===== src/source/spi_link.sv =====
`timescale 1ns/1ps

// spi slave, mode 0, msb first
// sck/cs_n/mosi are async to clk and get synchronized here
module spi_link (
  input  logic       clk,
  input  logic       arst_n,
  input  logic       sck,
  input  logic       cs_n,
  input  logic       mosi,
  output logic       miso,
  output logic [7:0] rx_byte,
  output logic       rx_valid,
  output logic       msg_start,
  input  logic [7:0] resp_byte,
  input  logic       resp_valid
);

  logic [2:0] sck_r;     // two sync stages plus one for edge detect
  logic [2:0] cs_r;
  logic [1:0] mosi_r;
  logic [2:0] bit_cnt;   // bits of current byte
  logic [7:0] rx_shift;
  logic [7:0] tx_shift;
  logic [3:0] tx_cnt;    // response bits still to go out

  logic sck_rise;
  logic cs_active;
  logic cs_fall;
  logic mosi_s;
  logic tx_busy;

  assign sck_rise  = sck_r[2:1] == 2'b01;
  assign cs_active = ~cs_r[1];
  assign cs_fall   = cs_r[2:1] == 2'b10;   // start of message
  assign mosi_s    = mosi_r[1];
  assign tx_busy   = tx_cnt != 4'd0;

  // input synchronizers
  always_ff @(posedge clk or negedge arst_n) begin
    if (!arst_n) begin
      sck_r  <= 3'b000;
      cs_r   <= 3'b111;   // deselected
      mosi_r <= 2'b00;
    end else begin
      sck_r  <= {sck_r[1:0], sck};
      cs_r   <= {cs_r[1:0], cs_n};
      mosi_r <= {mosi_r[0], mosi};
    end
  end

  // receive side
  always_ff @(posedge clk or negedge arst_n) begin
    if (!arst_n) begin
      bit_cnt   <= 3'd0;
      rx_shift  <= 8'h00;
      rx_valid  <= 1'b0;
      msg_start <= 1'b0;
    end else begin
      msg_start <= cs_fall;
      // the dummy byte after a response is not a command byte
      rx_valid  <= cs_active && sck_rise && (bit_cnt == 3'd7) && !tx_busy;
      if (!cs_active) begin
        bit_cnt  <= 3'd0;   // resync on every frame
        rx_shift <= 8'h00;
      end else if (sck_rise) begin
        bit_cnt  <= bit_cnt + 3'd1;
        rx_shift <= {rx_shift[6:0], mosi_s};
      end
    end
  end

  assign rx_byte = rx_shift;   // complete when rx_valid

  // transmit side
  // bit 7 sits on miso until the master samples it on its sck rise,
  // we shift a few clk later on the synchronized edge
  always_ff @(posedge clk or negedge arst_n) begin
    if (!arst_n) begin
      tx_shift <= 8'h00;
      tx_cnt   <= 4'd0;
    end else if (cs_fall) begin
      tx_shift <= 8'h00;   // drop whatever was pending
      tx_cnt   <= 4'd0;
    end else if (resp_valid) begin
      tx_shift <= resp_byte;
      tx_cnt   <= 4'd8;
    end else if (cs_active && sck_rise && tx_busy) begin
      tx_shift <= {tx_shift[6:0], 1'b0};
      tx_cnt   <= tx_cnt - 4'd1;
    end
  end

  assign miso = cs_active & tx_shift[7];   // low when deselected

  // executor must only answer once the previous response is clocked out
  a_resp_not_busy : assert property (
    @(posedge clk) disable iff (!arst_n) resp_valid |-> !tx_busy
  );

endmodule


===== config.mk =====
export PLATFORM = sky130hd
export DESIGN_NAME = spi_link
export DESIGN_NICKNAME = d
export VERILOG_FILES = /design/src/source/spi_link.sv
export SDC_FILE = /design/constraint.sdc
export NUM_CORES = 1
export LEC_CHECK = 0
export BUFFER_PORTS_ARGS = -buffer_cell sky130_fd_sc_hd__buf_2
export CAP_MARGIN = 20
export CORE_MARGIN = 5
export CORE_UTILIZATION = 30
export DETAILED_ROUTE_END_ITERATION = 12
export GPL_ROUTABILITY_DRIVEN = 0
export SETUP_SLACK_MARGIN = 0.05
export SLEW_MARGIN = 15
export SYNTH_ARGS = -nofsm -noshare
export SYNTH_HDL_FRONTEND = slang
export SYNTH_SLANG_ARGS = --single-unit

===== constraint.sdc =====
create_clock -name clk -period 2 [get_ports clk]
set_input_delay 0.4 -clock clk [delete_from_list [all_inputs] [get_ports clk]]
set_output_delay 0.4 -clock clk [all_outputs]
set_load 0.05 [all_outputs]

Yosys cells after proc, flatten, opt, wreduce, memory -nomap -nowiden
Index checks and enable logic that the tools add are counted.

storage, ports and cells
  output and inout port bits = 11
  input port bits = 14
  flip-flop bits (word level) = 33
  logic and storage cells = 34

operators by class
  mux-type cells = 10
  bitwise gates (word level) = 2
  equality and inequality tests = 3
  reduce and logical (&&, ||, !) cells = 8
  add/subtract/negate cells = 2

operator list
  kind                 count
  $mux 8               5
  $mux 4               3
  $mux 3               2
  $logic_and 1x1->1    4
  $reduce_bool 4->1    1
  $sub 4x1->4 const B  1
  $add 3x1->3 const B  1
  $eq 3x3->1 const B   1
  $reduce_bool 3->1    1
  $eq 2x1->1 const B   1
  $eq 2x2->1 const B   1
  $reduce_bool 2->1    1
  $and 1x1->1          1
  $logic_not 1->1      1
  $not 1->1            1

Depth between registers and ports, before layout
  depth in word-level cells = 6
  depth in mapped cells = 6

Least setup slack after synthesis
Ideal clock, no wire load.

  kind = reg-to-reg
  start = register tx_cnt[0]
  end = register tx_shift[2]
  stages on the path, launching flop included = 7
  setup slack = 0.354 ns
  data arrival time = 1.500 ns
  clock period less this slack = 1.646 ns
  library setup time = 0.146 ns
  required time = 1.854 ns
  cell sequence = dfrtp_1 -> inv_1 -> ha_1 -> or3b_2 -> clkbuf_1 -> a31oi_1 -> a221oi_1

on the way
  cells in the longest elaborated chain, start to end = 3

RTL lines
  item                         RTL line  RTL
  from (decl)                  25        logic [3:0] tx_cnt;
  from (signal assigned)       90        tx_cnt <= tx_cnt - 4'd1;
  $reduce_bool 4->1            37        assign tx_busy = tx_cnt != 4'd0;
  $logic_and 1x1->1            88        end else if (cs_active && sck_rise && tx_busy) begin
  $reduce_bool 3->1 (no line)  n/a
  to (signal assigned)         86        tx_shift <= resp_byte;
  to (signal assigned)         89        tx_shift <= {tx_shift[6:0], 1'b0};
  to (decl)                    24        logic [7:0] tx_shift;

No other way between the ends.
A chain may end at the register's enable or synchronous reset.

Final worst setup path
  start = register cs_r[1]
  end = output port miso

on the way
  cells in the longest elaborated chain, start to end = 2

RTL lines
  item                    RTL line  RTL
  from (decl)             20        logic [2:0] cs_r;
  from (signal assigned)  47        cs_r <= {cs_r[1:0], cs_n};
  $not 1->1               34        assign cs_active = ~cs_r[1];
  $and 1x1->1             94        assign miso = cs_active & tx_shift[7];
  to (decl)               11        output logic miso,

No other way between the ends.

==> flow_metrics.tcl <==
set metrics [dict create \
    drt_wl_total_mm 2.91 \
    synth_cells 137 \
    r2r_slack_ns 0.21 \
    min_path_type "in -> async" \
    power_switching_uw 356 \
    synth_area_um2 1420 \
    drt_first_pass_iters 4 \
    fin_nets 180 \
    diodes 0 \
    cp_max_fo 17 \
    grt_pass1_vias 1141 \
    fmax_mhz 543 \
    dp.final_hpwl_mm 1.91 \
    power_density_nw_per_um2 873 \
    htree_num_levels 2 \
    slowest_delay_ns 0.72 \
    grt_pass1_wl_mm 5.22 \
    p_leak_uw 0.000792 \
    crit_end "miso" \
    grt_max_degree 34 \
    dpl_cell_area_um2 1590 \
    internal_power_uw 1130 \
    yosysSeqAreaShare 0.586 \
    grtUsageTotal 0.109 \
    layout_common_cells "dfrtp_1, buf_2, nand2_1" \
    period_share 0.921 \
    antenna_found_initial 0 \
    cts_sinks 33 \
    pre_cts_ws_ns 0.220 \
    tritoncts.num_buffers 5 \
    die_y_um 78.7 \
    drc 0 \
    crit_path_end_kind "output port" \
    cts-hold-fix-buffers 0 \
    finalWorstPathRequiredPeriod_ns 1.84 \
    antenna_left 0 \
    ys_types 27 \
    ir_worst_vdd_uv 412 \
    start_util 0.304 \
    root_buffer "clkbuf_8" \
    finClkSkew_ns 0.00953 \
    startpoint "cs_r[1]" \
    switching_share 0.240 \
    stdcell_area_um2 1700 \
    p_comb_frac 0.097 \
    path_clk_slew_ns 0.06 \
    syn_to_final_growth_pct 20.1 \
    p_seq_frac 0.492 \
    final_common_cell "dfrtp_1" \
    vias 1091 \
    drt-initial-drc-count 104 \
    yosys_warnings 0 \
    synth.net_count 155 \
    reg2reg_to "tx_cnt[2]" \
    synth.avg_cell_area_um2 10.3 \
    grt_setup_unrepaired "no" \
    arrival_ns 1.44 \
    synth_seq_cells 33 \
    detail_route.vias_per_cell 5.03 \
    r2r_start "tx_cnt[0]" \
    path_delay_family "flip-flops" \
    worst_slack_ns 0.158 \
    cp_num_cells 2 \
    critPathLaunchType "flip-flop" \
    drive_gt1_frac 0.245 \
    worst_slew_pin_slew_ns 0.876 \
    detail_route.wl_per_cell_um 13.4 \
    cts_buffer_depth 2 \
    cts_resized 0 \
    setup_violations 0 \
    pwr-share-clk 0.411 \
    required_ns 1.60 \
    core_area_um2 4660 \
    fin_tns_setup_ns 0 \
    status "completed" \
    hold_slack_ns 0.170 \
    io_pins 25 \
    cts_tree "built" \
    clk_latency_ns 0.29 \
    grt-ovfl-total 0 \
    final_core_util 0.365 \
    path_class "reg -> out" \
    cap_violations 0 \
    num_rows 25 \
    cts_setup_buffers 0 \
    finalMaxSlewViolations 0 \
    slew_headroom 0.415 \
    dieWidth_um 78.7 \
    worst-path-buf-inv 1 \
    port_buffers 24 \
    dieArea_um2 6190 \
    hold_violations 0 \
    crit_slowest_cell "dfstp_2" \
    r2r_cells 6 \
    cp_cell_sequence "and2b_1 > buf_2" \
]
cells in the mapped netlist, drive strengths merged:
master	instances	share of area
nor4b	1	0.0062
nor4	1	0.0044
or3	1	0.0044
o21ai	11	0.039
nor2	1	0.0026
and2b	1	0.0053
a31o	1	0.0062
nand2b	1	0.0044
a21oi	13	0.046
a221oi	7	0.043
a31oi	7	0.031
ha	4	0.035
xnor2	1	0.0062
nand2	21	0.056
a211oi	3	0.016
and4	1	0.0062
clkbuf	9	0.024
dfstp	3	0.056
nor2b	3	0.013
or4	1	0.0053
nand3	1	0.0035
dfrtp	30	0.53
or3b	2	0.012
nor3b	2	0.014
inv	11	0.029
final cells by class:
type,instances,area [µm²]
Tap cell,54,67.6
Inverter,11,41.3
Clock buffer,6,72.6
Clock inverter,2,35.0
Sequential cell,33,830
Multi-Input combinational cell,84,510
Fill cell,465,2960
Timing Repair Buffer,27,143
layer usage:
| layer | part of all wire | GRT usage | up-vias |
|---|---|---|---|
| met4 | 0.026 | 0.0664 | 0 |
| li1 | - | - | 527 |
| met3 | 0.075 | 0.0447 | 8 |
| met2 | 0.43 | 0.154 | 44 |
| met5 | 0 | 0 | - |
| met1 | 0.47 | 0.136 | 512 |
worst min-delay path by stage:
stage / from / end / slack, ns / depth (start not counted)
after global placement: mosi_r[0] / mosi_r[1] / 0.33 / 0
after CTS: arst_n / tx_cnt[1] / 0.19 / 1
after global routing: cs_n / cs_r[0] / 0.19 / 1
final: arst_n / tx_shift[6] / 0.17 / 1
after detailed placement: mosi_r[0] / mosi_r[1] / 0.34 / 0
after floorplan: arst_n / bit_cnt[0] / 0.10 / 0
cells by family after synthesis:
family          share of synthesized area
compound gates                      0.181
flops                               0.586
buf+inv                            0.0530
xor+xnor                          0.00619
fa+ha+maj                          0.0354
simple gates                        0.138
sequential cells by signal, summed over array words and instances (netlist names):
| signal | flops |
|---|---|
| rx_byte | 8 |
| sck_r | 3 |
| msg_start | 1 |
| mosi_r | 2 |
| rx_valid | 1 |
| bit_cnt | 3 |
| tx_shift | 8 |
| cs_r | 3 |
| tx_cnt | 4 |
worst reg2reg max path, cell delays in order (launching register included):
cell	delay, ns
dfrtp_1	0.36
inv_1	0.09
ha_1	0.24
nor3b_1	0.14
buf_4	0.17
or4_1	0.47
a211oi_1	0.24
stage by stage:
step	total power (µW)	std cells
2_1_floorplan	829	137
3_3_place_gp	883	209
3_5_place_dp	887	209
4_1_cts	1510	217
5_1_grt	1560	217
6_report	1480	217
power groups by stage:
stage / combinational, µW / clock (µW) / sequential, µW
floorplan: 89.6 / 0 / 739
global placement: 143 / 0 / 741
detailed placement: 145 / 0 / 741
CTS: 146 / 633 / 729
global route: 165 / 663 / 733
finish: 144 / 610 / 729
(Power assumes the default switching activity.)
