--- src/source/esp_link_pkg.sv ---
// shared definitions for the esp command channel
package esp_link_pkg;

  // opcodes as sent by the esp, first byte of a message
  typedef enum logic [7:0] {
    CMD_GET_COOKIE  = 8'd0,   // returns COOKIE
    CMD_BRAM_POKE   = 8'd1,   // addr lo, addr hi, data
    CMD_BRAM_PEEK   = 8'd2,   // addr lo, addr hi
    CMD_GET_VERSION = 8'd15   // returns packed version
  } cmd_e;

  // parser FSM
  typedef enum logic [1:0] {
    PS_IDLE        = 2'd0,   // waiting for opcode
    PS_READ_PARAMS = 2'd1    // collecting parameter bytes
  } parser_state_e;

  // longest parameter list (poke)
  localparam int MAX_PARAMS = 3;

  // identification byte the esp looks for at boot
  localparam logic [7:0] COOKIE = 8'haf;

  // version byte is major in [7:5], minor in [4:0]
  localparam logic [2:0] VERSION_MAJOR = 3'd0;
  localparam logic [4:0] VERSION_MINOR = 5'd3;

endpackage

--- src/source/cmd_parser.sv ---
`timescale 1ns/1ps

// collects opcode and parameter bytes, fires one strobe per command
module cmd_parser (
  input  logic               clk,
  input  logic               arst_n,
  input  logic [7:0]         rx_byte,
  input  logic               rx_valid,
  input  logic               msg_start,
  output logic               cmd_fire,
  output esp_link_pkg::cmd_e cmd_op,
  output logic [7:0]         p0,
  output logic [7:0]         p1,
  output logic [7:0]         p2
);

  localparam int IDX_W = $clog2(esp_link_pkg::MAX_PARAMS);
  localparam int CNT_W = $clog2(esp_link_pkg::MAX_PARAMS + 1);

  esp_link_pkg::parser_state_e state;
  logic [IDX_W-1:0] idx;         // next buffer slot
  logic [CNT_W-1:0] remaining;   // params still expected
  logic [7:0]       params [esp_link_pkg::MAX_PARAMS];

  always_ff @(posedge clk or negedge arst_n) begin
    if (!arst_n) begin
      state     <= esp_link_pkg::PS_IDLE;
      idx       <= '0;
      remaining <= '0;
      cmd_fire  <= 1'b0;
      cmd_op    <= esp_link_pkg::CMD_GET_COOKIE;
    end else begin
      cmd_fire <= 1'b0;
      if (msg_start) begin
        state <= esp_link_pkg::PS_IDLE;   // new frame always starts with an opcode
        idx   <= '0;
      end else if (rx_valid) begin
        case (state)
          esp_link_pkg::PS_IDLE: begin
            idx <= '0;
            case (rx_byte)
              esp_link_pkg::CMD_GET_COOKIE,
              esp_link_pkg::CMD_GET_VERSION: begin
                cmd_op   <= esp_link_pkg::cmd_e'(rx_byte);
                cmd_fire <= 1'b1;   // no params, fire right away
              end
              esp_link_pkg::CMD_BRAM_POKE: begin
                cmd_op    <= esp_link_pkg::CMD_BRAM_POKE;
                remaining <= CNT_W'(3);   // lo, hi, data
                state     <= esp_link_pkg::PS_READ_PARAMS;
              end
              esp_link_pkg::CMD_BRAM_PEEK: begin
                cmd_op    <= esp_link_pkg::CMD_BRAM_PEEK;
                remaining <= CNT_W'(2);   // lo, hi
                state     <= esp_link_pkg::PS_READ_PARAMS;
              end
              default: ;   // unknown opcode, ignored
            endcase
          end
          esp_link_pkg::PS_READ_PARAMS: begin
            remaining <= remaining - CNT_W'(1);
            if (remaining == CNT_W'(1)) begin
              cmd_fire <= 1'b1;
              idx      <= '0;
              state    <= esp_link_pkg::PS_IDLE;
            end else begin
              idx <= idx + IDX_W'(1);
            end
          end
          default: state <= esp_link_pkg::PS_IDLE;
        endcase
      end
    end
  end

  // parameter buffer
  always_ff @(posedge clk) begin
    if (rx_valid && !msg_start && state == esp_link_pkg::PS_READ_PARAMS) begin
      params[idx] <= rx_byte;
    end
  end

  assign p0 = params[0];
  assign p1 = params[1];
  assign p2 = params[2];

  a_idx_range : assert property (
    @(posedge clk) disable iff (!arst_n) int'(idx) < esp_link_pkg::MAX_PARAMS
  );

  // bytes are many clk apart so a command can never fire back to back
  a_fire_single : assert property (
    @(posedge clk) disable iff (!arst_n) cmd_fire |=> !cmd_fire
  );

endmodule

--- config.mk ---
export PLATFORM = sky130hd
export DESIGN_NAME = cmd_parser
export DESIGN_NICKNAME = d
export VERILOG_FILES = /design/src/source/esp_link_pkg.sv /design/src/source/cmd_parser.sv
export SDC_FILE = /design/constraint.sdc
export NUM_CORES = 1
export LEC_CHECK = 0
export ABC_AREA = 1
export BUFFER_PORTS_ARGS = -buffer_cell sky130_fd_sc_hd__buf_2
export CAP_MARGIN = 10
export CORE_ASPECT_RATIO = 0.75
export CORE_MARGIN = 10
export CORE_UTILIZATION = 45
export CTS_CLUSTER_DIAMETER = 200
export DETAILED_ROUTE_END_ITERATION = 16
export MAX_ROUTING_LAYER = met4
export PLACE_DENSITY_LB_ADDON = 0.15
export SLEW_MARGIN = 20
export SYNTH_ARGS = -nofsm -noshare
export SYNTH_HDL_FRONTEND = slang
export SYNTH_SLANG_ARGS = --single-unit
--- constraint.sdc ---
create_clock -name clk -period 1.5 [get_ports clk]
set_input_delay 0.225 -clock clk [delete_from_list [all_inputs] [get_ports clk]]
set_output_delay 0.225 -clock clk [all_outputs]
set_load 0.02 [all_outputs]
Word-level counts from Yosys, hierarchy flattened:

Memories as Yosys holds them, arrays and structs flattened.
Index checks and enable logic that the tools add are counted.

* logic and storage cells: 51
* input port bits: 12
* memories: 1
* output and inout port bits: 33
* bits in registers: 15
* RAM bits: 24

* equality and inequality tests: 8
* add/subtract/negate cells: 2
* reductions and logical operators: 15
* multiplexer cells: 19
* bitwise logic cells: 1

Memory list
* params: depth 3, width 8, rd ports 3, clocked after Yosys merged registers in 0, write ports 1, line cmd_parser.sv:23 `logic [7:0] params [esp_link_pkg::MAX_PARAMS];`

Operators by type and width (count)
* 8-bit case mux with 3 select lines: 1
* 2-bit case mux with 2 select lines: 4
* 2-bit two-way mux: 7
* 8-bit by 1-bit == test with 1-bit output (second input constant): 1
* 8-bit by 2-bit == test with 1-bit output (second input constant): 1
* 8-bit by 4-bit == test with 1-bit output (second input constant): 1
* 8-bit logical NOT: 1
* 4-bit AND reduction: 2
* 1-bit two-way mux: 6
* 3-bit != test (second input constant): 2
* 3-bit nonzero test: 2
* 2-bit by 1-bit == test with 1-bit output (second input constant): 2
* 2-bit nonzero test: 2
* 2-bit OR reduction: 2
* 3-bit by 1-bit != test with 1-bit output (second input constant): 1
* 3-bit AND reduction: 1
* 2-bit by 1-bit adder with 2-bit output (second input constant): 1
* 1-bit logical AND: 2
* 2-bit logical NOT: 1
* 1-bit case mux with 2 select lines: 1
* 2-bit AND reduction: 1
* 2-bit by 1-bit subtractor with 2-bit output (second input constant): 1
* 1-bit logical NOT: 1
* 1-bit inverter: 1

Longest topological paths before layout:

Gate-level depths: netlist of run 1.

* depth after elaboration: 6
* gate-level depth with buffers: 8

Worst setup path before layout of run 1:

Ideal clock, no wire load.

* path kind: register to register
* from: reg idx[0]
* to: mem params[2][0], enable pin
* clock period less this slack: 1380 ps
* path slack: 120 ps
* data required time: 1129 ps
* library setup time: 371 ps
* arrival time: 1010 ps
* stages on the path, launching flop included: 5
* path buffers: 0
* cell sequence: dfrtp_1 -> inv_1 -> ha_1 -> inv_1 -> nor2_1

RTL lines
* start, declared: line cmd_parser.sv:21 `logic [IDX_W-1:0] idx;`
* start signal, assigned: line cmd_parser.sv:67 `idx <= idx + IDX_W'(1);`
* end, declared: line cmd_parser.sv:23

No word-level cell before the write port.

Worst setup path in the final report of run 1:

* from: reg state[0]
* to: reg cmd_op[1]

* word-level cells in the longest chain between the ends: 2

RTL lines
* start, declared: line cmd_parser.sv:20 `esp_link_pkg::parser_state_e state;`
* start signal, assigned: line cmd_parser.sv:27 `state <= esp_link_pkg::PS_IDLE;`
* start signal, assigned: line cmd_parser.sv:35 `state <= esp_link_pkg::PS_IDLE;`
* start signal, assigned: line cmd_parser.sv:50 `state <= esp_link_pkg::PS_READ_PARAMS;`
* 2-bit logical NOT: line cmd_parser.sv:38 `case (state)`
* 4-bit AND reduction (no source line)
* end signal, assigned: line cmd_parser.sv:44 `cmd_op <= esp_link_pkg::cmd_e'(rx_byte);`
* end signal, assigned: line cmd_parser.sv:48 `cmd_op <= esp_link_pkg::CMD_BRAM_POKE;`
* end signal, assigned: line cmd_parser.sv:53 `cmd_op <= esp_link_pkg::CMD_BRAM_PEEK;`
* end, declared: line cmd_parser.sv:11 `output esp_link_pkg::cmd_e cmd_op,`

Every way passes these cells.
A chain may end at the register's enable or synchronous reset.

==> flow_summary.toml, run 1 <==
[run_status]
outcome = "complete, no violations"

[critical_path]
timing.critical_path.buf_inv = 1
critical-path-top-cell-by-count = "sky130_fd_sc_hd__nand2_1"
worstPathCellList = "inv_2, nand3_1, nand3b_2, nand2_4, nand2_1, nand2_1"
cpLargestDelayFamily = "simple AND/OR/NAND/NOR gates"
critPathArrivalTime_ns = 1.53
regToRegStartpoint = "state[0]"
setup.worst_path.end_class = "register"
required_worst_endpoint_ns = 1.73
critical_path.slowest_cell = "sky130_fd_sc_hd__dfrtp_1"
worst_setup_start_kind = "register"
critPathMaxFanout = 7
critical_path.startpoint = "state[0]"
worstSetupPathType = "reg2reg"
worst_path_largest_cell_delay_ns = 0.40

[floorplanning]
floorplan.die.width_um = 86.4
design.portCount = 45
die_height_um = 69.8
core_area_um2 = 3060
floorplan.rows = 17
floorplan.initialDensity_pct = 48.6
dieArea_um2 = 6030

[job]
max_cap_violations = 0

[sta]
max_freq_ghz = 0.770
rsz0062_at_grt = "no"
timing.final.crit_share_pct = 86.5
finalMaxSlewViolations = 0
period_needed_ns = 1.30
slew_headroom_pct = 79.1
tns_ns = 0
finalSetupViolations = 0
skew_ns = 0.00459
whs_ns = 0.148
hold_violations = 0
transition_time_at_the_pin_with_the_least_slew_margin_ns = 0.313

[clock_tree]
cts.repair_timing.setup_buffer_count = 0
ctsRootBufferMaster = "sky130_fd_sc_hd__clkbuf_8"
htreeDepth = 2
clock_insertion_delay_worst_skew_ns = 0.29
clk_pin_slew_ns = 0.07
cts_buffers = 5
hold_buffers = 1
clock_path_buffers = 2
post_cts_resize_count = 0
tritoncts = "yes"
clkSinkCount = 38

[global_routing]
grt.total_usage_pct = 11.6
grt_antenna_before_repair = 0
first_global_vias = 1036
grt_max_degree = 15
grt_first_pass_wirelength_um = 5290
global_route.overflow_total = 0

[drt]
detail_route.drc_violations = 0
drt_first_iter_violations = 78
total_via_count_in_the_routed_design = 1001
dr.pass1.iters = 4
drt.antenna.violating_nets = 0
wl_per_cell_um = 14.9
via_per_inst = 4.66
wl_um = 3210

[final_layout]
layout_commonest_cell = "sky130_fd_sc_hd__buf_2"
fin_nets = 192
layout.core_utilization_pct = 61.1
sequential_standard_cell_area_um2 = 1070
syn2layout_area_growth_pct = 25.8
filler_cell_count = 271
finish.instance_area_um2 = 1870
layout-drive-gt1-share_pct = 35.0
antenna_cells = 0
most-common-layout-cells = "44 x sky130_fd_sc_hd__buf_2, 24 x sky130_fd_sc_hd__nand2_1, 24 x sky130_fd_sc_hd__edfxtp_1"
total_area_of_multi_input_combinational_cells_um2 = 345

[synthesis]
syn-mean-instance-area_um2 = 12.3
synth.yosys.warnings = 0
postSynthCellCount = 121
seq_area_frac_synth_pct = 72.0
yosys.cell_types.count = 18
synthesis.area_um2 = 1490
register_bit_count_reported_by_yosys = 38
synth_fp_nets = 137

[power]
worst_ir_drop_vdd_v = 0.000780
power_uw = 2040
cellLeakagePower_uw = 0.000909
power.density_cell_area_nw_per_um2 = 1090

[min_path]
hp-start = "rx_byte[4]"
worstHoldPathType = "in2reg"

[placed_design]
port-buffer-count = 44
place_congestion = 0.818
post-dp-hpwl_um = 2490
placed_area_um2 = 1780
through the flow:
stage               setup WS [ns]  cells
floorplan                   0.120    121
global placement            0.244    206
detailed placement          0.179    206
CTS                         0.175    215
global route               0.0634    215
finish                      0.202    215
logic make-up after synthesis:
kind of cell	share of synthesized area (%)
AOI/OAI and AO/OA	0.841
and+or+nand+nor	18.4
buffers and inverters	4.79
DFF	72.0
xor gates and xnor gates	0.589
adders and majority gates	3.36
power by group:
| group | internal, uW | switching (uW) | total [uW] |
|---|---|---|---|
| clock network | 328 | 341 | 670 |
| logic | 66.0 | 126 | 192 |
| registers | 1150 | 21.1 | 1180 |
Yosys cell counts:
library cell               instances  share of area (%)
sky130_fd_sc_hd__inv_2             2               0.50
sky130_fd_sc_hd__nor2_4            1               0.76
sky130_fd_sc_hd__ha_1              4                3.4
sky130_fd_sc_hd__nand3_1          11                3.7
sky130_fd_sc_hd__nand2_1          24                6.1
sky130_fd_sc_hd__xor2_1            1               0.59
sky130_fd_sc_hd__edfxtp_1         24                 48
sky130_fd_sc_hd__nand2_2           1               0.42
sky130_fd_sc_hd__o21ai_0           1               0.34
sky130_fd_sc_hd__or2_2             1               0.42
sky130_fd_sc_hd__nor2_1           15                3.8
sky130_fd_sc_hd__o31ai_1           1               0.50
sky130_fd_sc_hd__nand3b_4          1                1.3
sky130_fd_sc_hd__nor2_2            1               0.42
sky130_fd_sc_hd__nand2_4           1               0.76
sky130_fd_sc_hd__nand3b_2          1               0.76
sky130_fd_sc_hd__dfrtp_1          14                 24
sky130_fd_sc_hd__inv_1            17                4.3
worst paths after layout:
path,to,slack (ns),depth (start not counted)
setup / recovery,cmd_op[1],0.20,6
hold / removal,params[2][4],0.15,1
setup reg to reg,cmd_op[1],0.20,6
hold reg to reg,remaining[1],0.48,2
max in group asynchronous,remaining[1],0.91,2
min in group asynchronous,cmd_op[6],0.35,2
routing by layer:
metal | global-route usage (%) | vias to the layer above | part of all wire [%]
met3 | 4.80 | 6 | 7.4
met2 | 16.1 | 33 | 44
li1 | - | 503 | -
met1 | 14.4 | 459 | 47
met4 | 5.35 | 0 | 2.0
met5 | - | - | 0
worst reg2reg max path: cells and delay by family, from the launching register on:
kind | cells | cell delay, ns
simple gates | 5 | 0.74
flops | 1 | 0.40
buf+inv | 1 | 0.09
state kept, by name, indices dropped and copies added, names as in the netlist:
register and cells:
cmd_op 8, cmd_fire 1, idx 2, remaining 2, state 1, params 24
layout make-up:
class / instances / share of cell area [%]
Multi-Input combinational cell: 64 / 18.4
Sequential cell: 38 / 57.2
Timing Repair Buffer: 48 / 13.5
Tap cell: 38 / 2.54
Clock buffer: 7 / 4.08
Inverter: 19 / 3.81
Clock inverter: 1 / 0.401
Power figures use the tool's default switching activity.
==> run 2: changes to the inputs <==
--- a/config.mk
+++ b/config.mk
@@ -5,7 +5,7 @@
 export SDC_FILE = /design/constraint.sdc
 export NUM_CORES = 1
 export LEC_CHECK = 0
-export ABC_AREA = 1
+export ABC_AREA = 0
 export BUFFER_PORTS_ARGS = -buffer_cell sky130_fd_sc_hd__buf_2
 export CAP_MARGIN = 10
 export CORE_ASPECT_RATIO = 0.75
==> run 2 against run 1 <==
Net effect: first-iteration DRC count grew 13%; sequential power fell by 4%; hold slack improved by 0.038 ns; maximum frequency fell by 7.3%; combinational power down 32%; final cell count shrank 2.3%; via count rose by 12%; clock skew increased by 0.0027 ns; synthesized cell count shrank 12%; highest routed layer unchanged.
==> flow_summary.toml, run 2 <==
[final_layout]
most-common-layout-cells = "44 x sky130_fd_sc_hd__buf_2, 24 x sky130_fd_sc_hd__edfxtp_1, 13 x sky130_fd_sc_hd__dfrtp_1"
layout.core_utilization_pct = 63.2
layout_commonest_cell = "sky130_fd_sc_hd__buf_2"
antenna_cells = 0
largest_registers = "params x24, cmd_op x8"
fin_nets = 185
syn2layout_area_growth_pct = 34.7
layout-drive-gt1-share_pct = 42.4
largest_reg_flops = 24
top_register = "params"

[synthesis]
cell_types_with_the_highest_counts_after_synthesis = "24 x sky130_fd_sc_hd__edfxtp_1, 14 x sky130_fd_sc_hd__dfrtp_1, 7 x sky130_fd_sc_hd__nand3_1"
synth_top_area_share_pct = 46.4
synthesis.area_um2 = 1550
yosys.cell_types.count = 36
async_flop_share_pct = 36.8
edff_count_synth = 24
synth_fp_nets = 122
netlist_top_cells_area = "sky130_fd_sc_hd__edfxtp_1 46%, sky130_fd_sc_hd__dfrtp_1 23%, sky130_fd_sc_hd__ha_1 3.2%"
yosysTopAreaCell = "sky130_fd_sc_hd__edfxtp_1"
seq_area_frac_synth_pct = 69.0
dominantRegCellSynth = "sky130_fd_sc_hd__edfxtp_1"
synth.yosys.warnings = 0
postSynthCellCount = 106
register_bit_count_reported_by_yosys = 38
syn-mean-instance-area_um2 = 14.6
post-synth-top-count-cell = "sky130_fd_sc_hd__edfxtp_1"

[placed_design]
place_congestion = 0.822
post-dp-hpwl_um = 2790
port-buffer-count = 44
detailedPlace.worstSlack_ns = -0.0424

[drt]
via_per_inst = 5.32
wl_per_cell_um = 17.5
total_via_count_in_the_routed_design = 1117
dr.pass1.iters = 4
drt.antenna.violating_nets = 0
wl_um = 3680
detail_route.drc_violations = 0
drt_first_iter_violations = 88

[clock_tree]
ctsRootBufferMaster = "sky130_fd_sc_hd__clkbuf_8"
cts.repair_timing.setup_buffer_count = 0
tritoncts = "yes"
clkSinkCount = 38
clk_pin_slew_ns = 0.07
htreeDepth = 2
clock_path_buffers = 2
clock_insertion_delay_worst_skew_ns = 0.29
cts_buffers = 5

[critical_path]
worstPathCellList = "and3b_1, a2111oi_1, nand3_1"
critPathArrivalTime_ns = 1.55
regToRegStartpoint = "state[0]"
setup.worst_path.end_class = "register"
reg_to_reg_setup_timing_slack_ns = 0.1
rr_worst_depth = 3
critical_path.slowest_cell = "sky130_fd_sc_hd__dfrtp_2"
worst_path_largest_cell_delay_ns = 0.49
worst_setup_start_kind = "register"
timing.critical_path.buf_inv = 0
required_worst_endpoint_ns = 1.64
reg2reg_to = "remaining[0]"
cpLargestDelayFamily = "flip-flops"
worstSetupPathType = "reg2reg"
critPathMaxFanout = 12

[sta]
timing.final.crit_share_pct = 93.4
whs_ns = 0.186
tns_ns = 0
skew_ns = 0.00725
transition_time_at_the_pin_with_the_least_slew_margin_ns = 0.448
fin_ws_ns = 0.0993
hold_violations = 0
finalSetupViolations = 0
max_freq_ghz = 0.714
finalMaxSlewViolations = 0
period_needed_ns = 1.40
slew_headroom_pct = 70.1

[global_routing]
grt.total_usage_pct = 11.9
first_global_vias = 1157
grt_antenna_before_repair = 0
grt_max_degree = 15
global_route.overflow_total = 0
grt_first_pass_wirelength_um = 5710

[floorplanning]
core_area_um2 = 3310
floorplan.die.width_um = 87.8
design.portCount = 45
dieArea_um2 = 6220
floorplan.initialDensity_pct = 46.9
floorplan.rows = 18
die_height_um = 70.9

[job]
max_cap_violations = 0

[min_path]
hp-start = "rx_byte[1]"
worstHoldPathCells = 1
min_to = "params[0][1]"
worstHoldPathType = "in2reg"

[power]
cellLeakagePower_uw = 0.000884
pwr-share-comb_pct = 5.8
power.density_cell_area_nw_per_um2 = 1080
clock_power_share_pct = 44.3
switching_share_pct = 18.6
worst_ir_drop_vdd_v = 0.000704
seqPwrFrac_pct = 49.9
internal-power_uw = 1830
switching_power_uw = 420

[run_status]
outcome = "complete, no violations"
-- run 2: cell types whose count changed after synthesis, sizes merged, moves of 3 or more --
cell and change:
a21oi +3, a32o +3, and2 +4, and3 +3
inv -15, nand2 -24, nand2b +3, nand3 -4
nor2 -17, nor3 +4, o21ai +3
-- run 2: how the worst max path moves through the flow --
| stage | startpoint | endpoint | slack (ns) | cells past startpoint |
|---|---|---|---|---|
| after detailed placement | rx_byte[5] | cmd_op[1] | -0.04 | 5 |
| after floorplan | rx_byte[1] | remaining[0] | 0.14 | 4 |
| final | state[0] | remaining[0] | 0.1 | 3 |
| after CTS | state[0] | remaining[0] | 0.1 | 3 |
| after global placement | rx_byte[5] | cmd_op[0] | -0.01 | 5 |
| after global routing | state[0] | remaining[0] | -0.10 | 3 |
-- run 2: kinds of logic (layout without fill, tap and decap cells) --
kind of cell	after synthesis	count (layout)	synth area share, %
and+or+nand+nor	38	38	16.7
AOI/OAI and AO/OA	17	17	7.90
adders and majority gates	4	4	3.22
DFF	38	38	69.0
xor gates and xnor gates	1	1	0.564
buffers and inverters	8	72	2.66
-- run 2: layer usage --
metal	vias to the layer above	routed length, um	GRT usage (%)
met5	-	0	-
met4	0	27	3.18
met3	4	331	5.49
met2	40	1770	18.1
met1	538	1550	13.9
li1	535	-	-
-- run 2: cell type report --
cell class	count	area, um^2
Timing Repair Buffer	60	380
Sequential cell	38	1070
Multi-Input combinational cell	60	442
Clock inverter	3	63.8
Inverter	4	15.0
Tap cell	40	50.0
Clock buffer	5	68.8
Fill cell	256	1220
-- run 2: timing repair --
action / in CTS / in global routing
endpoints found under the hold margin: 14 / 0
setup endpoints to repair: 1 / 1
hold buffers: 1 / 0
resized for setup: 1 / 1
-- run 2: power groups by stage --
stage | logic, uW | registers [uW] | clock network [uW]
finish | 131 | 1130 | 999
global route | 145 | 1130 | 1060
CTS | 130 | 1130 | 1010
detailed placement | 127 | 1150 | 0
global placement | 123 | 1150 | 0
floorplan | 45.7 | 1160 | 0
-- run 2: per-stage QoR --
stage / power, uW / std cells / cell area (um^2)
global route: 2330 / 210 / 2090
finish: 2260 / 210 / 2090
detailed placement: 1280 / 201 / 1950
CTS: 2260 / 210 / 2090
global placement: 1270 / 201 / 1950
floorplan: 1200 / 106 / 1550
==> run 3: changes to the inputs <==
--- a/config.mk
+++ b/config.mk
@@ -6,6 +6,7 @@
 export NUM_CORES = 1
 export LEC_CHECK = 0
 export ABC_AREA = 0
+export ABC_CLOCK_PERIOD_IN_PS = 1270
 export BUFFER_PORTS_ARGS = -buffer_cell sky130_fd_sc_hd__buf_2
 export CAP_MARGIN = 10
 export CORE_ASPECT_RATIO = 0.75
==> constraint.sdc (replaced) <==
create_clock -name clk -period 1.27 [get_ports clk]
set_input_delay 0.1905 -clock clk [delete_from_list [all_inputs] [get_ports clk]]
set_output_delay 0.1905 -clock clk [all_outputs]
set_load 0.02 [all_outputs]
==> run 3 against run 2 <==
Net effect: largest power group unchanged; setup slack worse by 0.13 ns; count of clock-buffer cells in the layout is the same; the flow now finishes with violations (setup timing); hold slack better by 0.024 ns; clock skew barely moved; non-clock buffer count increased by 8; wire length grew 8.2%.
==> flow_summary.toml, run 3 (synthesized netlist as in run 2, its figures left out) <==
[run_status]
outcome = "complete, but fails checks"
violations = "setup timing"

[critical_path]
worst_setup_start_kind = "register"
critical_path.slowest_cell = "sky130_fd_sc_hd__dfrtp_2"
setup.worst_path.end_class = "register"
regToRegStartpoint = "state[0]"
required_worst_endpoint_ns = 1.43
timing.critical_path.buf_inv = 1
worstPathCellList = "buf_4, and3b_1, a2111oi_2, nand3_1"
critical_path.startpoint = "state[0]"
worst_path_largest_cell_delay_ns = 0.43
critPathArrivalTime_ns = 1.46
worstSetupPathType = "reg2reg"
cpLargestDelayFamily = "flip-flops"
critPathMaxFanout = 5

[final_layout]
largest_registers = "params x24, cmd_op x8"
sequential_standard_cell_area_um2 = 1070
layout_commonest_cell = "sky130_fd_sc_hd__buf_2"
filler_cell_count = 253
finish.instance_area_um2 = 2160
most-common-layout-cells = "44 x sky130_fd_sc_hd__buf_2, 24 x sky130_fd_sc_hd__edfxtp_1, 22 x sky130_fd_sc_hd__buf_4"
total_area_of_multi_input_combinational_cells_um2 = 474
syn2layout_area_growth_pct = 38.9
top_register = "params"
antenna_cells = 0
fin_nets = 193
layout-drive-gt1-share_pct = 49.4
layout.core_utilization_pct = 65.2
largest_reg_flops = 24

[floorplanning]
design.portCount = 45
dieArea_um2 = 6220
floorplan.rows = 18
core_area_um2 = 3310
floorplan.die.width_um = 87.8
floorplan.initialDensity_pct = 46.9
die_height_um = 70.9

[power]
cellLeakagePower_uw = 0.000914
switching_power_uw = 537
pwr-share-comb_pct = 6.5
switching_share_pct = 19.7
power.density_cell_area_nw_per_um2 = 1260
worst_ir_drop_vdd_v = 0.00108
seqPwrFrac_pct = 48.7
clock_power_share_pct = 44.8
internal-power_uw = 2190

[clock_tree]
htreeDepth = 2
cts_buffers = 5
ctsRootBufferMaster = "sky130_fd_sc_hd__clkbuf_8"
clock_path_buffers = 2
clock_insertion_delay_worst_skew_ns = 0.29
clkSinkCount = 38
tritoncts = "yes"
clk_pin_slew_ns = 0.07

[global_routing]
grt_max_degree = 15
grt_first_pass_wirelength_um = 6420
first_global_vias = 1228
grt_antenna_before_repair = 0
grt.total_usage_pct = 13.7
global_route.overflow_total = 0

[sta]
skew_ns = 0.00696
finalMaxSlewViolations = 0
whs_ns = 0.210
slew_headroom_pct = 71.1
finalSetupViolations = 2
fin_ws_ns = -0.0298
max_freq_ghz = 0.769
period_needed_ns = 1.30
hold_violations = 0
timing.final.crit_share_pct = 102
rsz0062_at_grt = "yes"
transition_time_at_the_pin_with_the_least_slew_margin_ns = 0.432
tns_ns = -0.0500

[placed_design]
port-buffer-count = 44
post-dp-hpwl_um = 2980
place_congestion = 0.804
placed_area_um2 = 1940

[drt]
detail_route.drc_violations = 0
via_per_inst = 5.32
total_via_count_in_the_routed_design = 1160
dr.pass1.iters = 4
drt_first_iter_violations = 71
wl_per_cell_um = 18.2
drt.antenna.violating_nets = 0
wl_um = 3980

[min_path]
hp-start = "msg_start"
worstHoldPathType = "in2reg"

[job]
max_cap_violations = 0
==> run 3: power by group through the flow <==
stage	Combinational (uW)	Sequential, uW	Clock (uW)
after floorplan	53.9	1370	0
after global placement	158	1360	0
after detailed placement	167	1360	0
after CTS	175	1330	1240
after global routing	196	1330	1310
final	177	1330	1220
==> run 3: area by class of cell <==
class	instances	share of cell area, %
clock inverter	3	3.19
multi-input combinational	60	22.0
timing repair buffer	68	18.9
clock buffer	5	3.19
inverter	4	0.696
sequential	38	49.8
tap	40	2.32
==> run 3: final timing paths <==
kind / endpoint / slack, ns / cells after the start
max in group asynchronous: remaining[0] / 0.69 / 2
min reg2reg: cmd_op[4] / 0.48 / 1
max reg2reg: remaining[0] / -0.03 / 4
max: remaining[0] / -0.03 / 4
min: idx[1] / 0.21 / 3
min in group asynchronous: cmd_op[1] / 0.32 / 2
==> run 3: tightest hold or removal path, cell delays in order <==
cell and delay (ns):
sky130_fd_sc_hd__buf_2 0.13, sky130_fd_sc_hd__buf_4 0.12, sky130_fd_sc_hd__a21oi_1 0.03
==> run 3: routing by layer <==
| layer | vias up | track usage (%) | routed length, um |
|---|---|---|---|
| li1 | 546 | - | - |
| met1 | 572 | 16.2 | 1710 |
| met2 | 40 | 21.3 | 2030 |
| met3 | 2 | 4.81 | 224 |
| met4 | 0 | 4.06 | 19 |
| met5 | - | - | 0 |
==> run 3: through the flow <==
stage          power [uW]  cells  setup WS [ns]
6_report             2730    218        -0.0298
2_1_floorplan        1420    106        -0.0584
5_1_grt              2840    218         -0.136
4_1_cts              2740    215        -0.0578
3_3_place_gp         1510    204         -0.191
3_5_place_dp         1520    204         -0.224
==> run 3: repair_timing <==
item	CTS	global route
hold endpoints to repair	14	0
buffers inserted	2	3
endpoints found under the setup margin	29	36
pin swaps	3	6
hold buffers	1	0
resized for setup	5	9
